File: src/rtl/graph_bus_config.svh
// Graph memory bus configuration
`ifndef GRAPH_BUS_CONFIG_SVH
`define GRAPH_BUS_CONFIG_SVH

// edge processing elements sharing the bus
`define NUM_EDGE_PE 4

// node id width in bits
`define NODE_ID_W 8

// entries per memory controller queue
`define MEM_QUEUE_DEPTH 4

`endif

File: src/rtl/pe_req_pkg.sv
// PE request types
`include "graph_bus_config.svh"

package pe_req_pkg;

    // what the PE asks for
    typedef enum logic {
        REQ_NEIGHBOR = 1'b0,
        REQ_FEATURE  = 1'b1
    } req_type_e;

    // node id as sent by the PE
    typedef logic [`NODE_ID_W-1:0] node_id_t;

    // index of the requesting PE, used as tag
    typedef logic [$clog2(`NUM_EDGE_PE)-1:0] pe_tag_t;

endpackage

File: src/rtl/mem_cntl_pkg.sv
// Memory controller request types
`include "graph_bus_config.svh"

package mem_cntl_pkg;

    // queue entry toward a memory controller
    // node id in the upper bits, PE tag below
    typedef struct packed {
        pe_req_pkg::node_id_t node_id;
        pe_req_pkg::pe_tag_t  pe_tag;
    } mem_req_t;

endpackage

File: src/rtl/mem_req_fifo.sv
// Memory controller request queue
`timescale 1ns/1ps
`include "graph_bus_config.svh"

module mem_req_fifo #(
    parameter int depth = 4
) (
    input  logic                   clk,
    input  logic                   reset,
    input  logic                   push,
    input  mem_cntl_pkg::mem_req_t entry,
    input  logic                   ready,
    output logic                   full,
    output logic                   out_valid,
    output mem_cntl_pkg::mem_req_t out_req
);

    localparam int ptr_w = (depth > 1) ? $clog2(depth) : 1;
    localparam int cnt_w = $clog2(depth + 1);

    mem_cntl_pkg::mem_req_t mem [depth];

    logic [ptr_w-1:0] wr_ptr;
    logic [ptr_w-1:0] rd_ptr;
    logic [cnt_w-1:0] count;
    logic             pop;

    assign full      = (count == cnt_w'(depth));
    assign out_valid = (count != '0);
    assign out_req   = mem[rd_ptr];
    assign pop       = out_valid && ready;

    // storage, the arbiter never pushes when full
    always_ff @(posedge clk) begin
        if (push) begin
            mem[wr_ptr] <= entry;
        end
    end

    always_ff @(posedge clk) begin
        if (reset) begin
            wr_ptr <= '0;
            rd_ptr <= '0;
            count  <= '0;
        end else begin
            if (push) begin
                wr_ptr <= (wr_ptr == ptr_w'(depth - 1)) ? '0 : wr_ptr + 1'b1;
            end
            if (pop) begin
                rd_ptr <= (rd_ptr == ptr_w'(depth - 1)) ? '0 : rd_ptr + 1'b1;
            end
            // simultaneous push and pop leaves count alone
            case ({push, pop})
                2'b10:   count <= count + 1'b1;
                2'b01:   count <= count - 1'b1;
                default: count <= count;
            endcase
        end
    end

endmodule

File: config.mk
export PLATFORM = sky130hd
export DESIGN_NAME = mem_req_fifo
export DESIGN_NICKNAME = d
export VERILOG_FILES = /design/src/rtl/pe_req_pkg.sv /design/src/rtl/mem_cntl_pkg.sv /design/src/rtl/mem_req_fifo.sv
export VERILOG_INCLUDE_DIRS = /design/src /design/src/rtl
export SDC_FILE = /design/constraint.sdc
export NUM_CORES = 1
export LEC_CHECK = 0
export BUFFER_PORTS_ARGS = -buffer_cell sky130_fd_sc_hd__buf_2
export CAP_MARGIN = 10
export CORE_MARGIN = 2
export CORE_UTILIZATION = 49
export DETAILED_ROUTE_END_ITERATION = 8
export PLACE_DENSITY_LB_ADDON = 0.12
export SYNTH_ARGS = -nofsm -noshare
export SYNTH_HDL_FRONTEND = slang
export SYNTH_SLANG_ARGS = --single-unit
File: constraint.sdc
create_clock -name clk -period 2.7 [get_ports clk]
set_clock_uncertainty 0.05 [all_clocks]
set_input_delay 0.135 -clock clk [delete_from_list [all_inputs] [get_ports clk]]
set_output_delay 0.135 -clock clk [all_outputs]
set_load 0.01 [all_outputs]
**After elaboration in Yosys (flattened, before gate mapping)**

Memory sizes are Yosys's and may differ from the RTL's. A register that Yosys moved wholly into a read port is not among the register bits.
Cells that the tools add are included.

- $add $sub $neg: 4
- Equal/unequal tests: 5
- Mux-type cells: 7
- Reductions and logical operators: 3

Operators with widths:

| cell | count |
|---|---|
| $mux W2 | 4 |
| $eq A2 B2 Y1 const B | 3 |
| $pmux W3 S2 | 1 |
| $add A2 B1 Y2 const B | 2 |
| $add A3 B1 Y3 const B | 1 |
| $eq A3 B3 Y1 const B | 1 |
| $reduce_bool A3 Y1 | 1 |
| $sub A3 B1 Y3 const B | 1 |
| $eq A2 B1 Y1 const B | 1 |
| $mux W1 | 2 |
| $reduce_bool A2 Y1 | 1 |
| $logic_and A1 B1 Y1 | 1 |

- Register bits: 7
- Memory bits (writable): 40
- Output and inout port bits: 12
- Logic and storage cells: 23
- Memories kept: 1

Memory list:

| name | words | bits a word | read ports | clocked after Yosys merged registers in | write ports | RTL line | RTL |
|---|---|---|---|---|---|---|---|
| mem | 4 | 10 | 1 | 1 | 1 | mem_req_fifo.sv:21 | `mem_cntl_pkg::mem_req_t mem [depth];` |

**Logic depth before layout (Yosys ltp)**

Gate-level depths: netlist of the first run.

- Word-level depth: 4
- Gate-level depth with buffers: 8
- Depth with buffers taken out: 8

**Worst setup path after synthesis of the first run**

OpenSTA, ideal clock, no wires.

- Kind: reg2reg
- From: reg count[0]
- To: reg count[2]
- Setup time: 70 ps
- Data arrival time: 1680 ps
- Data required time: 2580 ps
- Path slack: 900 ps
- Stages on the path, launching flop included: 9
- Clock period less this slack: 1800 ps
- Cell sequence: dfxtp_1 o31ai_4 inv_1 ha_1 inv_1 fa_1 xor2_1 or3_1 a21oi_1

- Longest elaborated chain between the ends: 4
- Elaborated cells on any way between the ends: 8
- Those cells by class: add/sub (2); eq/ne (2); mux (1); reduce/logical (3)

Ends and longest elaborated chain:

| element | RTL line | RTL |
|---|---|---|
| start: declaration | mem_req_fifo.sv:25 | `logic [cnt_w-1:0] count;` |
| start signal: assignment | mem_req_fifo.sv:54 | `2'b10: count <= count + 1'b1;` |
| start signal: assignment | mem_req_fifo.sv:55 | `2'b01: count <= count - 1'b1;` |
| start signal: assignment | mem_req_fifo.sv:56 | `default: count <= count;` |
| parallel branches: the longest is 4 deep, another holds $sub A3 B1 Y3 | n/a |  |

Parallel ways; which one is timed is not known.
A chain may end at the register's enable or synchronous reset.

==> results of run 1 <==
-- layer usage --
layer / part of all wire (%) / global-route usage, % / up-vias
met5: 0 / 0 / -
met3: 4.0 / 5.07 / 7
li1: - / - / 469
met2: 49 / 25.4 / 19
met4: 2.0 / 7.65 / 0
met1: 45 / 21.5 / 463
-- sequential cells by signal, indices dropped and copies added (netlist names), named ones only --
name and count:
count 3, mem 40, wr_ptr 2, rd_ptr 2
-- final timing paths --
kind | from | to | cells after the start
max | flip-flop | out_req[5] | 2
min | entry[0] | mem[3][0]$_DFFE_PP_ | 1
max reg2reg | count[0]$_SDFFE_PP0P_ | count[2]$_SDFFE_PP0P_ | 8
min reg2reg | rd_ptr[0]$_SDFFE_PP0N_ | flip-flop | 2
-- cell families after synthesis --
logic type / count (synthesis) / share of synthesized area, %
adders and majority gates: 7 / 4.96
AOI/OAI and AO/OA: 6 / 2.61
xor gates and xnor gates: 2 / 0.914
muxes: 12 / 12.8
and+or+nand+nor: 16 / 4.44
buffers and inverters: 9 / 2.22
DFF: 49 / 72.1
-- power groups by stage --
stage	clock network [uW]	logic (uW)	registers [uW]
finish	400	380	952
global route	451	425	966
global placement	0	359	970
detailed placement	0	371	973
floorplan	0	301	926
CTS	414	386	956
-- area by class of cell --
type | count | area, um2 | area share (%)
sequential | 49 | 1380 | 61.1
multi-input combinational | 43 | 493 | 21.8
timing repair buffer | 34 | 215 | 9.51
clock buffer | 5 | 68.8 | 3.04
tap | 48 | 60.1 | 2.65
inverter | 7 | 26.3 | 1.16
clock inverter | 3 | 17.5 | 0.774
-- critical path, cell delays in order (launching register included) --
cell	delay, ps
dfxtp_1	760
mux4_2	600
buf_2	160
-- cells in the mapped netlist --
library cell / number
a21oi_2: 1
and2_1: 4
fa_1: 1
clkbuf_2: 1
dfxtp_1: 9
o31ai_4: 1
nand2_1: 1
or3_2: 1
o21ai_0: 1
mux4_2: 10
edfxtp_1: 40
a21oi_1: 3
mux2i_1: 2
inv_1: 7
nor2_1: 6
or3_1: 2
buf_6: 1
nor3b_1: 1
xor2_1: 2
and3_1: 1
ha_1: 6
-- through the flow --
step | total power [uW] | std cells | util, % | hold WS (ps) | worst slack [ps]
after floorplan | 1230 | 101 | - | 152 | 900
after global routing | 1840 | 189 | 60.9 | 1.33 | 520
after global placement | 1330 | 172 | 56.1 | 296 | 866
after detailed placement | 1340 | 172 | 56.1 | 299 | 736
final | 1730 | 189 | 60.9 | 19.5 | 709
after CTS | 1760 | 189 | 60.9 | 9.12 | 625
-- cell usage in the layout, fill, tap and decap left out, drive strengths merged, types with 2 or more instances in the layout --
| master | n |
|---|---|
| or3 | 3 |
| xor2 | 2 |
| clkinv | 3 |
| dfxtp | 9 |
| ha | 6 |
| dlygate4sd3 | 9 |
| inv | 7 |
| mux2i | 2 |
| clkbuf | 5 |
| nor2 | 6 |
| buf | 25 |
| edfxtp | 40 |
| mux4 | 10 |
| and2 | 4 |
| a21oi | 4 |
==> impl_table.tex, run 1 <==
\begin{tabular}{lr}
\hline
Metric & Value \\
\hline
\multicolumn{2}{l}{\textbf{Power and ir drop}} \\
Power share of the combinational group & 22.0\% \\
Fraction of power spent switching nets & between 20\% and 30\% \\
Clock group share of total power & around 23\% \\
Sequential fraction of design power & a little under three fifths \\
Total net switching power & 469 uW \\
Cell internal power dissipation & around 1300 uW \\
PD cells & 765 nW/um2 \\
Peak supply drop & 0.000308 V \\
LEAKAGE & 0.000825 uW \\
\multicolumn{2}{l}{\textbf{Timing}} \\
Unrepaired setup endpoints after global routing & no \\
Worst slew margin & between 50\% and 60\% \\
Period utilisation layout & between 70 and 80\% \\
Summed negative setup slack over all endpoints & 0 ps \\
Worst-margin pin slew & about 670 ps \\
Fmax achieved & between 0.5 and 0.6 GHz \\
Final critical path time including I/O delays and setup & around 2000 ps \\
Number of max-slew violations in the final report & 0 \\
Final Hold Violating Endpoints & 0 \\
Setup violations, final & 0 \\
\multicolumn{2}{l}{\textbf{Detailed routing}} \\
Detailed-route via count & approximately 960 \\
Avg WL per Cell & 15.2 um \\
Number of detailed-route iterations in the first pass & 4 \\
DRC marker count from the first detailed-route iteration & 30 \\
Post-detailed-route via-to-cell ratio & between 5 and 6 \\
Post-detailed-routing wire length & approximately 2900 um \\
DRC errors left & 0 \\
Antenna-violating nets left & 0 \\
\multicolumn{2}{l}{\textbf{Floorplan}} \\
Vertical die dimension & about 67 um \\
Number of placed I/O pins & 26 \\
Core outline area & approximately 3700 um2 \\
Total number of placement rows & 22 \\
Horizontal die dimension & between 60 and 70 um \\
Die area & approximately 4400 um2 \\
Initial standard-cell utilization of the core & approximately half \\
\multicolumn{2}{l}{\textbf{Setup path}} \\
Crit path kind & reg -> out \\
CP Launch Type & flip-flop \\
Reg-to-reg slack, setup & 710 ps \\
Data required time of the critical path & 2520 ps \\
Endpoint arrival time on the critical path & around 1800 ps \\
Maximum net fanout on the critical path & 10 \\
Nature of the critical path endpoint & output port \\
\multicolumn{2}{l}{\textbf{GRT}} \\
Number of global-route vias before repair & 995 \\
Antenna violations before repair & 0 \\
Overflow after GRT & 0 \\
First-pass GRT wire length & between 5000 and 6000 um \\
Maximum number of pins on one net before global-route repair & 16 \\
Global router's overall resource usage & 16.5\% \\
\multicolumn{2}{l}{\textbf{Synth}} \\
Leading post-synthesis cells by cell area & edfxtp\_1 63\%, mux4\_2 12\%, dfxtp\_1 9.4\% \\
Net count after synthesis & $\sim$120 \\
Post-synthesis cell type count & 21 \\
Syn\_area\_per\_cell & roughly 19 um2 \\
Number of synthesis warnings & 0 \\
Share of the synthesized area in the top cell type & between 60\% and 70\% \\
Post-synthesis instance area & $\sim$1900 um2 \\
Share of synthesized area occupied by flip-flops and latches & 72.1\% \\
Cell type with the largest total area after synthesis & edfxtp\_1 \\
Post-Syn Instances & roughly 100 \\
Synthesized flop and latch total & between 40 and 50 \\
\multicolumn{2}{l}{\textbf{CTS}} \\
\# hold bufs at CTS & 9 \\
Clock tree root buffer cell & clkbuf\_8 \\
Clock H-tree levels & 2 \\
Clock latency reported for the late side of the worst-skew pair & just under 300 ps \\
Clock-pin slew on the worst setup and hold paths & $\sim$80 ps \\
Total clock buffers created by CTS & 5 \\
Clock tree sinks & 49 \\
Post-CTS Setup Repair Bufs & 0 \\
Count of cells resized by post-cts repair & 0 \\
Number of buffers on the longest clock path & 2 \\
CTS tree & yes \\
\multicolumn{2}{l}{\textbf{Status}} \\
Status & finished, final reports clean \\
\multicolumn{2}{l}{\textbf{Final layout}} \\
Ant diodes & 0 \\
Ratio of cells with drive above 1 in the final layout & a little under a third \\
Filler cell count in the final layout & around 300 \\
Total non-filler cell area in the finished layout & $\sim$2300 um2 \\
Area growth, synth to finish & 18.0\% \\
Final layout net count & around 160 \\
\multicolumn{2}{l}{\textbf{Placement}} \\
Area after detailed placement & roughly 2100 um2 \\
DPL Wire Length & 2000 um \\
IO buf count & 25 \\
Final GP Congestion & a little over 0.8 \\
\multicolumn{2}{l}{\textbf{Worst hold path}} \\
Type of the tightest min-delay check & in -> reg \\
\multicolumn{2}{l}{\textbf{Flow run}} \\
Max-capacitance violation count & 0 \\
\hline
\end{tabular}
Note: power is estimated with default switching activity, not from simulation.
==> run 2: changes to the inputs <==
Clock period 2.7 ns to 1.7 ns, I/O delays scaled along.
==> run 2 against run 1 <==
Net effect: core utilization increased by 4.2 points; sequential share of layout area down 3.7 points; setup slack worse by 730 ps; clock power increased by 96%; sequential power increased by 53%; largest power group unchanged; die area unchanged; combinational power increased by 110%; the flow now finishes with violations (negative setup slack); critical path depth increased by 6; routed wire length up 2.6%; cell count up 6.9%; global-route usage down 0.74 points.
==> impl_table.tex, run 2 (synthesis gave the netlist of run 1 again) <==
\begin{tabular}{lr}
\hline
Metric & Value \\
\hline
\multicolumn{2}{l}{\textbf{Detailed routing}} \\
Post-detailed-route via-to-cell ratio & roughly 5.1 \\
Total met2 wirelength after detailed routing & around 1500 um \\
Antenna-violating nets left & 0 \\
Highest routed layer & met4 \\
Met1 wire length & 1260 um \\
DRC errors left & 0 \\
DRC marker count from the first detailed-route iteration & 34 \\
Detailed-route via count & 1,025 \\
Routed wl met3 & 110 um \\
Avg WL per Cell & approximately 15 um \\
Post-detailed-routing wire length & approximately 3000 um \\
Number of detailed-route iterations in the first pass & 4 \\
\multicolumn{2}{l}{\textbf{Timing}} \\
Fmax achieved & 0.580 GHz \\
Final critical path time including I/O delays and setup & roughly 1700 ps \\
Setup violations, final & 1 \\
Final Hold Violating Endpoints & 0 \\
Worst-margin pin slew & roughly 220 ps \\
Period utilisation layout & 101\% \\
Hold Slack & 7.21 ps \\
Unrepaired setup endpoints after global routing & yes \\
Final worst slack & -23.2 ps \\
Worst slew margin & between 80\% and 90\% \\
Number of max-slew violations in the final report & 0 \\
\multicolumn{2}{l}{\textbf{Setup path}} \\
Maximum net fanout on the critical path & 2 \\
Crit Reg-Reg Startpoint & count[1]\$\_SDFFE\_PP0P\_ \\
CP Launch Type & flip-flop \\
Cell repeated most along the worst path & inv\_2 \\
Reg-to-reg slack, setup & -20 ps \\
Delay contributed by the slowest stage of the critical path & between 300 and 400 ps \\
Reg-to-reg critical path endpoint & count[2]\$\_SDFFE\_PP0P\_ \\
Data required time of the critical path & 1870 ps \\
Family with the most delay on the worst path & adder cells \\
R2r worst-path depth & 8 \\
Nature of the critical path endpoint & flip-flop \\
Cell with the biggest individual delay on the critical path & dfxtp\_2 \\
Chain of cells forming the critical path & o31ai\_4, inv\_2, ha\_4, inv\_2, fa\_2, xor2\_1, or3\_1, a21oi\_2 \\
Bufs and invs on worst path & 2 \\
Endpoint arrival time on the critical path & 1900 ps \\
Crit path kind & reg -> reg \\
\multicolumn{2}{l}{\textbf{Worst hold path}} \\
Worst-case hold path end point & count[2]\$\_SDFFE\_PP0P\_ \\
Cell depth of the worst min-delay path & 2 \\
Beginning of the worst hold path & reset \\
Type of the tightest min-delay check & in -> reg \\
\multicolumn{2}{l}{\textbf{Placement}} \\
Area after detailed placement & 2170 um2 \\
\# placed instances & around 180 \\
DPL Wire Length & around 2000 um \\
Final GP Congestion & 0.740 \\
IO buf count & 25 \\
\multicolumn{2}{l}{\textbf{Floorplan}} \\
Horizontal die dimension & between 60 and 70 um \\
Vertical die dimension & 66.5 um \\
Number of placed I/O pins & 26 \\
Die area & between 4000 and 5000 um2 \\
Total number of placement rows & 22 \\
Initial standard-cell utilization of the core & about half \\
Core outline area & approximately 3700 um2 \\
\multicolumn{2}{l}{\textbf{CTS}} \\
Number of buffers on the longest clock path & 2 \\
Clock latency reported for the late side of the worst-skew pair & roughly 290 ps \\
CTS tree & yes \\
Clock tree root buffer cell & clkbuf\_8 \\
Clock tree sinks & 49 \\
Clock-pin slew on the worst setup and hold paths & about 80 ps \\
Clock H-tree levels & 2 \\
Total clock buffers created by CTS & 5 \\
\multicolumn{2}{l}{\textbf{Final layout}} \\
Register name with the most flops & mem \\
Most used cells in the layout excluding fill and tap cells & 40 x edfxtp\_1, 25 x buf\_2, 11 x buf\_4 \\
Flip-flop count of the largest register after layout & 40 \\
Area growth, synth to finish & 26.2\% \\
Most common library cell in the layout ignoring fill and taps & edfxtp\_1 \\
Ant diodes & 0 \\
Total non-filler cell area in the finished layout & $\sim$2400 um2 \\
Ratio of cells with drive above 1 in the final layout & 41.6\% \\
Regs by FF count & mem (40), count (3) \\
Final layout net count & 174 \\
Post-Layout Cell Count & between 200 and 250 \\
\multicolumn{2}{l}{\textbf{Power and ir drop}} \\
Peak supply drop & approximately 0.00063 V \\
LEAKAGE & 0.000901 uW \\
PD cells & roughly 1300 nW/um2 \\
\multicolumn{2}{l}{\textbf{Status}} \\
Status & finished, violations left \\
Failing checks & negative setup slack \\
\multicolumn{2}{l}{\textbf{GRT}} \\
Global router's overall resource usage & 15.7\% \\
First-pass GRT wire length & between 4000 and 5000 um \\
Number of global-route vias before repair & between 1k and 1.5k \\
Maximum number of pins on one net before global-route repair & 15 \\
Overflow after GRT & 0 \\
Antenna violations before repair & 0 \\
\multicolumn{2}{l}{\textbf{Flow run}} \\
Max-capacitance violation count & 0 \\
\hline
\end{tabular}
## run 2: cell types whose count changed in the layout (fill, tap and decap cells not counted), moves of 2 or more
cell,delta
dfxtp_2,+2
inv_1,-2
inv_2,+2
dfxtp_1,-3
buf_4,+11
## run 2: worst reg2reg max path: stages, from the launching register on
cell and delay, ps:
dfxtp_2 360, o31ai_4 80, inv_2 70, ha_4 130, inv_2 30, fa_2 320
xor2_1 150, or3_1 320, a21oi_2 140
## run 2: what timing repair did
item,in CTS,in global routing
buffers inserted,1,1
endpoints found under the setup margin,2,6
hold endpoints to repair,45,0
hold buffers,10,0
pin swaps,2,0
resized for setup,2,6
## run 2: layout make-up
type	count	area, um2
Clock inverter	2	33.8
Timing Repair Buffer	47	328
Inverter	7	26.3
Tap cell	48	60.1
Multi-Input combinational cell	43	512
Sequential cell	49	1390
Fill cell	269	1300
Clock buffer	6	72.6
## run 2: worst max path at each step
stage	start	endpoint	cells past startpoint
finish	count[1]$_SDFFE_PP0P_	count[2]$_SDFFE_PP0P_	8
global route	count[1]$_SDFFE_PP0P_	count[2]$_SDFFE_PP0P_	8
CTS	count[1]$_SDFFE_PP0P_	count[2]$_SDFFE_PP0P_	8
detailed placement	count[1]$_SDFFE_PP0P_	count[2]$_SDFFE_PP0P_	8
global placement	count[1]$_SDFFE_PP0P_	count[2]$_SDFFE_PP0P_	8
floorplan	count[1]$_SDFFE_PP0P_	count[2]$_SDFFE_PP0P_	8
## run 2: metal layers
| layer | up-vias | track usage, % |
|---|---|---|
| met5 | - | 0 |
| met2 | 16 | 26.6 |
| li1 | 490 | - |
| met1 | 513 | 18.3 |
| met3 | 6 | 5.07 |
| met4 | 0 | 6.89 |
## run 2: where the power goes
| group | total [uW] | switching, uW | internal (uW) |
|---|---|---|---|
| clock network | 783 | 349 | 434 |
| registers | 1460 | 55.4 | 1400 |
| logic | 815 | 362 | 453 |
## run 2: metrics by stage
stage                     power (uW)  setup TNS, ps  worst slack (ps)  util, %
final                           3060          -23.2             -23.2     65.1
after detailed placement        2220          -72.3             -72.3     58.4
after global routing            3230           -153              -118     65.1
after CTS                       3030          -83.7             -83.7     64.2
after floorplan                 1960              0              2.53        -
after global placement          2190              0              11.6     58.4
