`config.mk`:
```
export PLATFORM = sky130hd
export DESIGN_NAME = pe_req_slot
export DESIGN_NICKNAME = d
export VERILOG_FILES = /design/src/rtl/pe_req_pkg.sv /design/src/rtl/pe_req_slot.sv
export VERILOG_INCLUDE_DIRS = /design/src /design/src/rtl
export SDC_FILE = /design/constraint.sdc
export NUM_CORES = 1
export LEC_CHECK = 0
export ABC_AREA = 1
export BUFFER_PORTS_ARGS = -buffer_cell sky130_fd_sc_hd__buf_4
export CAP_MARGIN = 20
export CORE_AREA = 2 2 39 41
export CTS_BUF_LIST = sky130_fd_sc_hd__clkbuf_8
export DETAILED_ROUTE_END_ITERATION = 7
export DIE_AREA = 0 0 41 43
export PLACE_DENSITY_LB_ADDON = 0.12
export RECOVER_POWER = 100
export SETUP_SLACK_MARGIN = 0.2
export SLEW_MARGIN = 30
export SYNTH_ARGS = -nofsm -noshare
export SYNTH_HDL_FRONTEND = slang
export SYNTH_SLANG_ARGS = --single-unit
```
`constraint.sdc`:
```
create_clock -name clk -period 2.4 [get_ports clk]
set_clock_uncertainty 0.1 [all_clocks]
set_input_delay 0.48 -clock clk [delete_from_list [all_inputs] [get_ports clk]]
set_output_delay 0.48 -clock clk [all_outputs]
set_load 0.01 [all_outputs]
```
`src/rtl/graph_bus_config.svh`:
```
// Graph memory bus configuration
`ifndef GRAPH_BUS_CONFIG_SVH
`define GRAPH_BUS_CONFIG_SVH

// edge processing elements sharing the bus
`define NUM_EDGE_PE 4

// node id width in bits
`define NODE_ID_W 8

// entries per memory controller queue
`define MEM_QUEUE_DEPTH 4

`endif

```
`src/rtl/pe_req_pkg.sv`:
```
// PE request types
`include "graph_bus_config.svh"

package pe_req_pkg;

    // what the PE asks for
    typedef enum logic {
        REQ_NEIGHBOR = 1'b0,
        REQ_FEATURE  = 1'b1
    } req_type_e;

    // node id as sent by the PE
    typedef logic [`NODE_ID_W-1:0] node_id_t;

    // index of the requesting PE, used as tag
    typedef logic [$clog2(`NUM_EDGE_PE)-1:0] pe_tag_t;

endpackage

```
`src/rtl/pe_req_slot.sv`:
```
// PE request holding slot
`timescale 1ns/1ps
`include "graph_bus_config.svh"

module pe_req_slot (
    input  logic                  clk,
    input  logic                  reset,
    input  logic                  req,
    input  pe_req_pkg::req_type_e req_type,
    input  pe_req_pkg::node_id_t  node_id,
    input  logic                  take,
    output logic                  pending,
    output pe_req_pkg::req_type_e held_type,
    output pe_req_pkg::node_id_t  held_node_id
);

    logic capture;

    // a pulse while a request is held is dropped
    assign capture = req && !pending;

    always_ff @(posedge clk) begin
        if (reset) begin
            pending <= 1'b0;
        end else if (take) begin
            pending <= 1'b0;
        end else if (capture) begin
            pending <= 1'b1;
        end
    end

    // payload only moves on capture
    always_ff @(posedge clk) begin
        if (capture) begin
            held_type    <= req_type;
            held_node_id <= node_id;
        end
    end

endmodule

```
After elaboration in Yosys (flattened, before gate mapping)
Cells that the tools add are included.
Widths: inputs -> output; s select.
- RAM bits: 0
- word-level logic and storage cells: 6
- bits in latches: 0
- output and inout bits: 10
- memories: 0
- flip-flop bits (word level): 10
- input bits: 13
- ROM bits: 0
- equal/unequal tests: 0
- mux-type cells: 0
- add/subtract/negate cells: 0
- shifts and indexed selects: 0
- reductions and logical operators: 3
- div/mod/pow operators: 0
- multiply operators: 0
- bitwise gates (word level): 0
- order comparisons: 0
- operator list (kind ; count):
    $reduce_or 2->1 ; 1
    $logic_and 1x1->1 ; 1
    $logic_not 1->1 ; 1

Depth between registers and ports, before layout
Gate-level depths: netlist of run 1.
- word-level depth: 2
- depth in mapped cells: 3
- mapped depth without buffers: 3

Least setup slack after synthesis of run 1
Ideal clock, no wire load.
- path kind: input-to-reg
- from: input port req
- to: register held_node_id[0] (enable)
- library setup time: 0.374 ns
- slack: 1.016 ns
- data required time: 1.926 ns
- buffers on the path: 0
- stages: 2
- arrival: 0.910 ns
- path through: inv_1 nor2_1
- cells in the longest elaborated chain, start to end: 1
- ends and longest elaborated chain (what ; line ; text):
    from (decl) ; pe_req_slot.sv:8 ; input logic req,
    $logic_and 1x1->1 ; pe_req_slot.sv:20 ; assign capture = req && !pending;
    net capture ; pe_req_slot.sv:17 ; logic capture;
    to (signal assigned) ; pe_req_slot.sv:36 ; held_node_id <= node_id;
    to (decl) ; pe_req_slot.sv:14 ; output pe_req_pkg::node_id_t held_node_id
The timed path passes the listed nets, and every way through them passes these cells.
A chain may end at the register's enable or synchronous reset.

Worst setup path after layout of run 1
- from: register pending
- to: output port pending
- RTL lines (what ; line ; text):
    from (decl) ; pe_req_slot.sv:12 ; output logic pending,
    from (signal assigned) ; pe_req_slot.sv:24 ; pending <= 1'b0;
    from (signal assigned) ; pe_req_slot.sv:26 ; pending <= 1'b0;
    from (signal assigned) ; pe_req_slot.sv:28 ; pending <= 1'b1;
No word-level cell between the ends.

==> results.py, run 1 <==
metrics = {
    "status": {
        "status": "finished clean",
    },
    "synthesis": {
        "yosys-top-cells-area": "edfxtp_1 (85%), dfxtp_1 (6.3%), inv_1 (3.6%)",
        "yosys.area.top_type": "edfxtp_1",
        "netlist_area_sq_um": 317,
        "synth_edf_count": 9,
        "async_flop_share": 0,
        "ys_warn_count": 0,
        "synth_commonest_cells": "edfxtp_1 (9), inv_1 (3), nor2_1 (3), dfxtp_1 (1), nand2_1 (1)",
        "ys_ff_latch": 10,
        "synth_cell_type_count": 5,
        "syn_nets": 30,
        "synth_top_cell_area_share": 0.854,
        "synthFlopType": "edfxtp_1",
        "syn_inst": 17,
        "yosysSeqAreaShare": 0.917,
        "synth.most_common_cell": "edfxtp_1",
        "syn_avg_cell_area_sq_um": 18.6,
    },
    "worst_setup_path": {
        "worst_path_max_delay_cell": "dfxtp_1",
        "crit_path_end_kind": "output pin",
        "crit_path_max_incr_delay_ns": 0.35,
        "crit_chain": "clkbuf_1",
        "path_max_fanout": 3,
        "crit_type": "flop to output pin",
        "cp-start-kind": "flop",
        "worstPathArrival_ns": 0.74,
        "crit_buf_inv": 1,
        "cp_top_family": "flip-flops",
        "reg2reg_slack_ns": 1.13,
        "required_ns": 1.82,
    },
    "run": {
        "cap_viol_max_count": 0,
    },
    "clock_network": {
        "cts_tree": "done",
        "cts_resized": 0,
        "clk_path_buf_depth": 2,
        "clock-sinks": 10,
        "clock_latency_ns": 0.23,
        "clk_pin_slew_ns": 0.05,
        "cts_setup_buffers": 0,
        "cts_hold_buf": 0,
        "htreeDepth": 1,
        "numCtsBuffers": 3,
        "cts_root_buf": "clkbuf_8",
    },
    "global_route": {
        "antenna_found_initial": 0,
        "grt_start_max_net_pins": 10,
        "grt_pass1_wl_um": 800,
        "grt_pass1_vias": 217,
        "grt_use_total": 0.0743,
        "gr-total-overflow": 0,
    },
    "timing": {
        "slew_viol_final": 0,
        "fmax_mhz": 758,
        "hold_viol": 0,
        "period_needed_ns": 1.32,
        "whs_ns": 0.346,
        "fin_crit_sh": 0.550,
        "rsz0062_at_grt": "false",
        "maxSlewHeadroom": 0.680,
        "finalSetupViolCount": 0,
        "worstMarginPinSlew_ns": 0.480,
        "tns_ns": 0,
    },
    "floorplan": {
        "dieHeight_um": 43,
        "rows": 14,
        "dieArea_sq_um": 1760,
        "boundaryPins": 23,
        "coreArea_sq_um": 1380,
        "initial_utilization": 0.229,
        "die_w_um": 41,
    },
    "route": {
        "ant_nets": 0,
        "vias_per_cell": 3.55,
        "vias": 213,
        "wl_per_cell_um": 9.60,
        "totalWireLength_um": 576,
        "drtIter0Drc": 3,
        "drc_errors": 0,
        "first_pass_iters": 2,
    },
    "placed_design": {
        "place_hpwl_um": 452,
        "io_buffers": 22,
        "place_inst": 56,
        "globalplace.congestion": 0.531,
    },
    "power_and_ir_drop": {
        "p_leak_nw": 0.214,
        "ir_drop_uv": 284,
        "p_per_area_nw_per_um2": 846,
    },
    "cells_and_area": {
        "nets": 58,
        "diodes": 0,
        "layout-drive-gt1-share": 0.341,
        "fill_cells": 143,
        "syn2layout_area_growth_pct": 64.0,
        "finalNonFillerCells": 60,
    },
    "min_path": {
        "min_path_type": "input pin to flop",
    },
}
==> final timing paths <==
kind               from              end  cells after the start
min          node_id[2]  held_node_id[2]                      1
max             pending          pending                      1
min reg2reg     pending          pending                      2
max reg2reg     pending        held_type                      2
==> placed cells by master (no fill, tap or decap) <==
master / synthesis / layout
clkbuf_4: 0 / 9
clkbuf_8: 0 / 4
buf_4: 0 / 2
edfxtp_1: 9 / 9
clkbuf_1: 0 / 12
nand2_1: 1 / 1
nor2_1: 3 / 3
inv_1: 3 / 3
dfxtp_1: 1 / 1
==> sequential cells by signal (all words and copies together) (netlist names) <==
register and flops:
pending 1, held_node_id 8, held_type 1
==> area by class of cell <==
class,count,area [sq um],share of cell area
clock buffer,4,55.1,0.106
inverter,3,11.3,0.0217
multi-input combinational,4,15.0,0.0289
sequential,10,290,0.559
tap,16,20.0,0.0386
timing repair buffer,23,128,0.246
==> per-stage QoR <==
stage / power, mW / util / setup slack, ns / area, sq um
2_1_floorplan: 0.218 / - / 1.02 / 317
5_1_grt: 0.455 / 0.375 / 0.984 / 519
6_report: 0.439 / 0.375 / 1.08 / 519
3_3_place_gp: 0.249 / 0.368 / 1.15 / 509
3_5_place_dp: 0.250 / 0.368 / 1.15 / 509
4_1_cts: 0.458 / 0.408 / 1.06 / 564
==> layer usage <==
| layer | up-vias | global-route usage | share of wire |
|---|---|---|---|
| li1 | 110 | - | - |
| met1 | 91 | 0.0640 | 0.34 |
| met2 | 12 | 0.113 | 0.56 |
| met3 | 0 | 0.0314 | 0.11 |
| met4 | 0 | 0.0800 | 0 |
| met5 | - | 0 | 0 |
==> power by group <==
group | switching [mW] | internal, mW | total (mW)
sequential | 0.00267 | 0.202 | 0.205
clock | 0.0596 | 0.144 | 0.203
combinational | 0.0154 | 0.0158 | 0.0312
total | 0.0777 | 0.362 | 0.439
==> cell families after synthesis <==
logic type             Yosys count  synth area share
buffers and inverters            3            0.0356
flip-flops                      10             0.917
AND/OR/NAND/NOR                  4            0.0474
Power figures use the tool's default switching activity.
==> run 2, diff against run 1 <==
==> constraint.sdc (replaced) <==
create_clock -name clk -period 1.2 [get_ports clk]
set_clock_uncertainty 0.1 [all_clocks]
set_input_delay 0.24 -clock clk [delete_from_list [all_inputs] [get_ports clk]]
set_output_delay 0.24 -clock clk [all_outputs]
set_load 0.01 [all_outputs]
==> run 2 against run 1 <==
Clock power rose by 67%. Critical path depth stayed put. Critical endpoint is now held_node_id[6]. Count of clock-buffer cells in the layout is 1 lower. Highest routed layer unchanged. Largest power group unchanged. Die area unchanged. First-iteration DRC count decreased by 33%. Worst setup slack got worse by 0.97 ns. Register-to-register slack got worse by 1.0 ns. Final cell count is the same. Power up 86%.
==> results.py, run 2 (synthesis results as in run 1) <==
metrics = {
    "worst_setup_path": {
        "worstReg2RegStart": "pending",
        "crit_buf_inv": 0,
        "reg2reg_slack_ns": 0.11,
        "worstPathArrival_ns": 0.88,
        "crit_chain": "nor2_1",
        "cp_top_family": "flip-flops",
        "cp-start-kind": "flop",
        "worst_path_max_delay_cell": "dfxtp_4",
        "crit_type": "flop to flop",
        "path_max_fanout": 4,
        "ff2ff_path_depth": 1,
        "crit_path_end_kind": "flop",
        "crit_path_max_incr_delay_ns": 0.35,
        "r2r-end": "held_node_id[6]",
        "required_ns": 0.99,
    },
    "global_route": {
        "antenna_found_initial": 0,
        "grt_start_max_net_pins": 10,
        "grt_use_total": 0.0814,
        "grt_pass1_vias": 219,
        "grt_pass1_wl_um": 883,
        "gr-total-overflow": 0,
    },
    "cells_and_area": {
        "largestRegisters": "held_node_id (8), held_type (1), pending (1)",
        "syn2layout_area_growth_pct": 64.0,
        "most-common-layout-cells": "clkbuf_1 (10), edfxtp_1 (9), clkbuf_4 (9)",
        "fill_cells": 148,
        "regMostFlops": "held_node_id",
        "final_cell_area_sq_um": 519,
        "largest_reg_flops": 8,
        "diodes": 0,
        "layout-drive-gt1-share": 0.386,
        "final_common_cell": "clkbuf_1",
        "nets": 58,
    },
    "floorplan": {
        "die_w_um": 41,
        "dieHeight_um": 43,
        "initial_utilization": 0.229,
        "boundaryPins": 23,
        "dieArea_sq_um": 1760,
        "coreArea_sq_um": 1380,
        "rows": 14,
    },
    "clock_network": {
        "cts_tree": "done",
        "clk_pin_slew_ns": 0.05,
        "htreeDepth": 1,
        "numCtsBuffers": 3,
        "clock_latency_ns": 0.23,
        "cts_setup_buffers": 0,
        "clock-sinks": 10,
        "clk_path_buf_depth": 2,
        "cts_root_buf": "clkbuf_8",
        "cts_hold_buf": 0,
    },
    "placed_design": {
        "globalplace.congestion": 0.554,
        "placed_area_sq_um": 509,
        "io_buffers": 22,
    },
    "timing": {
        "fmax_mhz": 919,
        "whs_ns": 0.106,
        "tns_ns": 0,
        "fin_crit_sh": 0.907,
        "maxSlewHeadroom": 0.756,
        "hold_viol": 0,
        "worstMarginPinSlew_ns": 0.364,
        "finalSetupViolCount": 0,
        "period_needed_ns": 1.09,
        "slew_viol_final": 0,
        "rsz0062_at_grt": "true",
    },
    "power_and_ir_drop": {
        "sw_frac_of_total": 0.191,
        "switchingPower_mw": 0.156,
        "p_per_area_nw_per_um2": 1570,
        "pwr-share-comb": 0.080,
        "clkPwrFrac": 0.418,
        "intPower_mw": 0.659,
        "p_leak_nw": 0.214,
        "seqPwrFrac": 0.502,
        "ir_drop_uv": 505,
        "finalPower_mw": 0.815,
    },
    "route": {
        "totalWireLength_um": 635,
        "wl_per_cell_um": 10.6,
        "drtIter0Drc": 2,
        "ant_nets": 0,
        "drc_errors": 0,
        "vias_per_cell": 3.88,
        "first_pass_iters": 2,
        "vias": 233,
    },
    "min_path": {
        "hold_path_depth": 1,
        "worstHoldEndpoint": "held_node_id[5]",
        "min_path_type": "input pin to flop",
        "worstHoldStart": "node_id[5]",
    },
    "status": {
        "status": "finished clean",
    },
    "run": {
        "cap_viol_max_count": 0,
    },
}
==> run 2: worst max-delay path by stage <==
stage | startpoint | endpoint | cells after the start
2_1_floorplan | pending | held_node_id[0] | 1
3_3_place_gp | req | held_node_id[1] | 3
6_report | pending | held_node_id[6] | 1
5_1_grt | pending | held_node_id[6] | 1
4_1_cts | held_node_id[2] | held_node_id[2] | 1
3_5_place_dp | req | held_node_id[0] | 3
==> run 2: layout make-up <==
type | instances | area [sq um] | area share
multi-input combinational | 5 | 21.3 | 0.0410
inverter | 3 | 11.3 | 0.0217
tap | 16 | 20.0 | 0.0386
clock inverter | 1 | 3.75 | 0.00723
sequential | 10 | 294 | 0.566
clock buffer | 3 | 41.3 | 0.0795
timing repair buffer | 22 | 128 | 0.246
==> run 2: power groups by stage <==
| stage | logic [mW] | clock network, mW | registers (mW) |
|---|---|---|---|
| floorplan | 0.0120 | 0 | 0.427 |
| global placement | 0.0805 | 0 | 0.416 |
| detailed placement | 0.0821 | 0 | 0.417 |
| CTS | 0.0854 | 0.357 | 0.412 |
| global route | 0.0721 | 0.382 | 0.411 |
| finish | 0.0652 | 0.340 | 0.409 |
==> run 2: per-stage QoR <==
step	setup WS [ns]	util	std cells
floorplan	0.211	-	17
global placement	0.175	0.368	55
detailed placement	0.149	0.368	55
CTS	0.0995	0.410	59
global route	0.0753	0.375	60
finish	0.111	0.375	60
==> run 2: repair_timing <==
item	CTS	global route
hold endpoints to repair	0	0
resized for setup	4	9
pin swaps	1	1
setup endpoints to repair	19	19
cloned	0	1
==> run 2: layer usage <==
layer / GRT usage / wire (um) / up-vias
met3: 0.0628 / 68 / 0
li1: - / - / 112
met2: 0.122 / 376 / 14
met4: 0.0400 / 0 / 0
met5: 0 / 0 / -
met1: 0.0772 / 191 / 107
==> run 3, diff against run 2 <==
--- a/config.mk
+++ b/config.mk
@@ -10,7 +10,8 @@
 export BUFFER_PORTS_ARGS = -buffer_cell sky130_fd_sc_hd__buf_4
 export CAP_MARGIN = 20
 export CORE_AREA = 2 2 39 41
-export CTS_BUF_LIST = sky130_fd_sc_hd__clkbuf_8
+export CTS_BUF_LIST = sky130_fd_sc_hd__clkbuf_8 sky130_fd_sc_hd__clkbuf_16
+export CTS_CLUSTER_SIZE = 20
 export DETAILED_ROUTE_END_ITERATION = 7
 export DIE_AREA = 0 0 41 43
 export PLACE_DENSITY_LB_ADDON = 0.12
==> constraint.sdc (replaced) <==
create_clock -name clk -period 1.3 [get_ports clk]
set_clock_uncertainty 0.1 [all_clocks]
set_input_delay 0.26 -clock clk [delete_from_list [all_inputs] [get_ports clk]]
set_output_delay 0.26 -clock clk [all_outputs]
set_load 0.01 [all_outputs]
==> run 3 against run 2 <==
Clock power grew 13%. Count of clock-buffer cells in the layout grew 1. First-iteration DRC count grew 100%. Sequential share of layout area shrank 1.5 points. Worst setup slack gained 0.079 ns. Register-to-register slack gained 0.13 ns. Critical endpoint is now pending.
==> results.py, run 3 (synthesis results as in run 1) <==
metrics = {
    "status": {
        "status": "finished clean",
    },
    "cells_and_area": {
        "fill_cells": 149,
        "finalNonFillerCells": 60,
        "diodes": 0,
        "syn2layout_area_growth_pct": 66.4,
        "regMostFlops": "held_node_id",
        "nets": 58,
        "most-common-layout-cells": "clkbuf_1 (10), edfxtp_1 (9), clkbuf_4 (9)",
        "final_common_cell": "clkbuf_1",
        "largestRegisters": "held_node_id (8), held_type (1), pending (1)",
        "layout-drive-gt1-share": 0.409,
        "largest_reg_flops": 8,
    },
    "placed_design": {
        "place_hpwl_um": 481,
        "place_inst": 56,
        "io_buffers": 22,
        "globalplace.congestion": 0.524,
    },
    "power_and_ir_drop": {
        "ir_drop_uv": 529,
        "p_per_area_nw_per_um2": 1560,
        "p_leak_nw": 0.221,
    },
    "floorplan": {
        "die_w_um": 41,
        "rows": 14,
        "boundaryPins": 23,
        "initial_utilization": 0.229,
        "coreArea_sq_um": 1380,
        "dieHeight_um": 43,
        "dieArea_sq_um": 1760,
    },
    "worst_setup_path": {
        "worstReg2RegStart": "pending",
        "ff2ff_path_depth": 2,
        "crit_chain": "clkbuf_1",
        "worstPathArrival_ns": 0.75,
        "reg2reg_slack_ns": 0.24,
        "required_ns": 0.94,
        "path_max_fanout": 3,
        "worst_path_max_delay_cell": "dfxtp_1",
        "crit_buf_inv": 1,
        "crit_path_max_incr_delay_ns": 0.35,
        "cp_top_family": "flip-flops",
        "crit_type": "flop to output pin",
        "r2r-end": "held_node_id[4]",
        "crit_path_end_kind": "output pin",
        "cp-start-kind": "flop",
    },
    "min_path": {
        "min_path_type": "input pin to flop",
        "worstHoldEndpoint": "held_node_id[6]",
        "worstHoldStart": "node_id[6]",
        "hold_path_depth": 1,
    },
    "clock_network": {
        "clock_latency_ns": 0.23,
        "htreeDepth": 1,
        "numCtsBuffers": 3,
        "clock-sinks": 10,
        "cts_tree": "done",
        "clk_pin_slew_ns": 0.05,
        "clk_path_buf_depth": 2,
        "cts_root_buf": "clkbuf_8",
        "cts_setup_buffers": 0,
    },
    "route": {
        "drc_errors": 0,
        "vias_per_cell": 3.70,
        "wl_per_cell_um": 9.95,
        "ant_nets": 0,
        "first_pass_iters": 4,
        "totalWireLength_um": 597,
        "vias": 222,
        "drtIter0Drc": 4,
    },
    "global_route": {
        "grt_pass1_vias": 223,
        "antenna_found_initial": 0,
        "grt_start_max_net_pins": 10,
        "grt_pass1_wl_um": 917,
        "gr-total-overflow": 0,
        "grt_use_total": 0.0890,
    },
    "run": {
        "cap_viol_max_count": 0,
    },
    "timing": {
        "slew_viol_final": 0,
        "maxSlewHeadroom": 0.853,
        "hold_viol": 0,
        "period_needed_ns": 1.11,
        "tns_ns": 0,
        "rsz0062_at_grt": "true",
        "worstMarginPinSlew_ns": 0.220,
        "fmax_mhz": 901,
        "finalSetupViolCount": 0,
        "fin_crit_sh": 0.854,
    },
}
run 3: cell count changes in the layout (fill, tap and decap cells not counted), sizes merged:
cell,before,now
clkinv,1,0
nor2,4,3
clkbuf,22,24
run 3: worst max-delay path by stage:
| stage | start | endpoint | cells after the start |
|---|---|---|---|
| CTS | held_node_id[3] | held_node_id[3] | 1 |
| global route | pending | pending | 1 |
| global placement | req | held_node_id[0] | 4 |
| finish | pending | pending | 1 |
| detailed placement | req | held_node_id[5] | 4 |
| floorplan | pending | held_node_id[0] | 1 |
run 3: per-layer routing:
metal  global-route usage  vias up  share of wire
met1               0.0719      101           0.30
met4                0.120        0              0
met3               0.0314        0           0.10
li1                     -      111              -
met2                0.131       10           0.60
met5                    0        -              0
run 3: metrics by stage:
| stage | total power, mW | setup WS, ns | hold WS (ns) | utilization | instance area (sq um) |
|---|---|---|---|---|---|
| 6_report | 0.821 | 0.190 | 0.123 | 0.381 | 527 |
| 5_1_grt | 0.858 | 0.141 | 0.114 | 0.381 | 527 |
| 4_1_cts | 0.855 | 0.178 | 0.0943 | 0.415 | 574 |
| 3_5_place_dp | 0.463 | 0.276 | 0.340 | 0.370 | 512 |
| 3_3_place_gp | 0.459 | 0.285 | 0.338 | 0.370 | 512 |
| 2_1_floorplan | 0.404 | 0.213 | 0.259 | - | 319 |
run 3: repair_timing:
action	CTS	global route
endpoints found under the setup margin	8	10
hold buffers	0	0
gates resized for setup	2	8
pin swaps	0	0
run 3: power by group:
| part | switching [mW] | total, mW | internal [mW] | leakage (nW) |
|---|---|---|---|---|
| logic | 0.0291 | 0.0603 | 0.0312 | 0.0969 |
| clock network | 0.117 | 0.383 | 0.266 | 0.0288 |
| registers | 0.00495 | 0.378 | 0.373 | 0.0953 |
| total | 0.151 | 0.821 | 0.670 | 0.221 |
run 3: area by class of cell:
class                   count  area (sq um)  share of cell area
clock buffers               4          55.1               0.105
inverters                   3          11.3              0.0214
multi-input cells           4          17.5              0.0333
flip-flops and latches     10           290               0.551
well taps                  16          20.0              0.0380
repair buffers             23           133               0.252
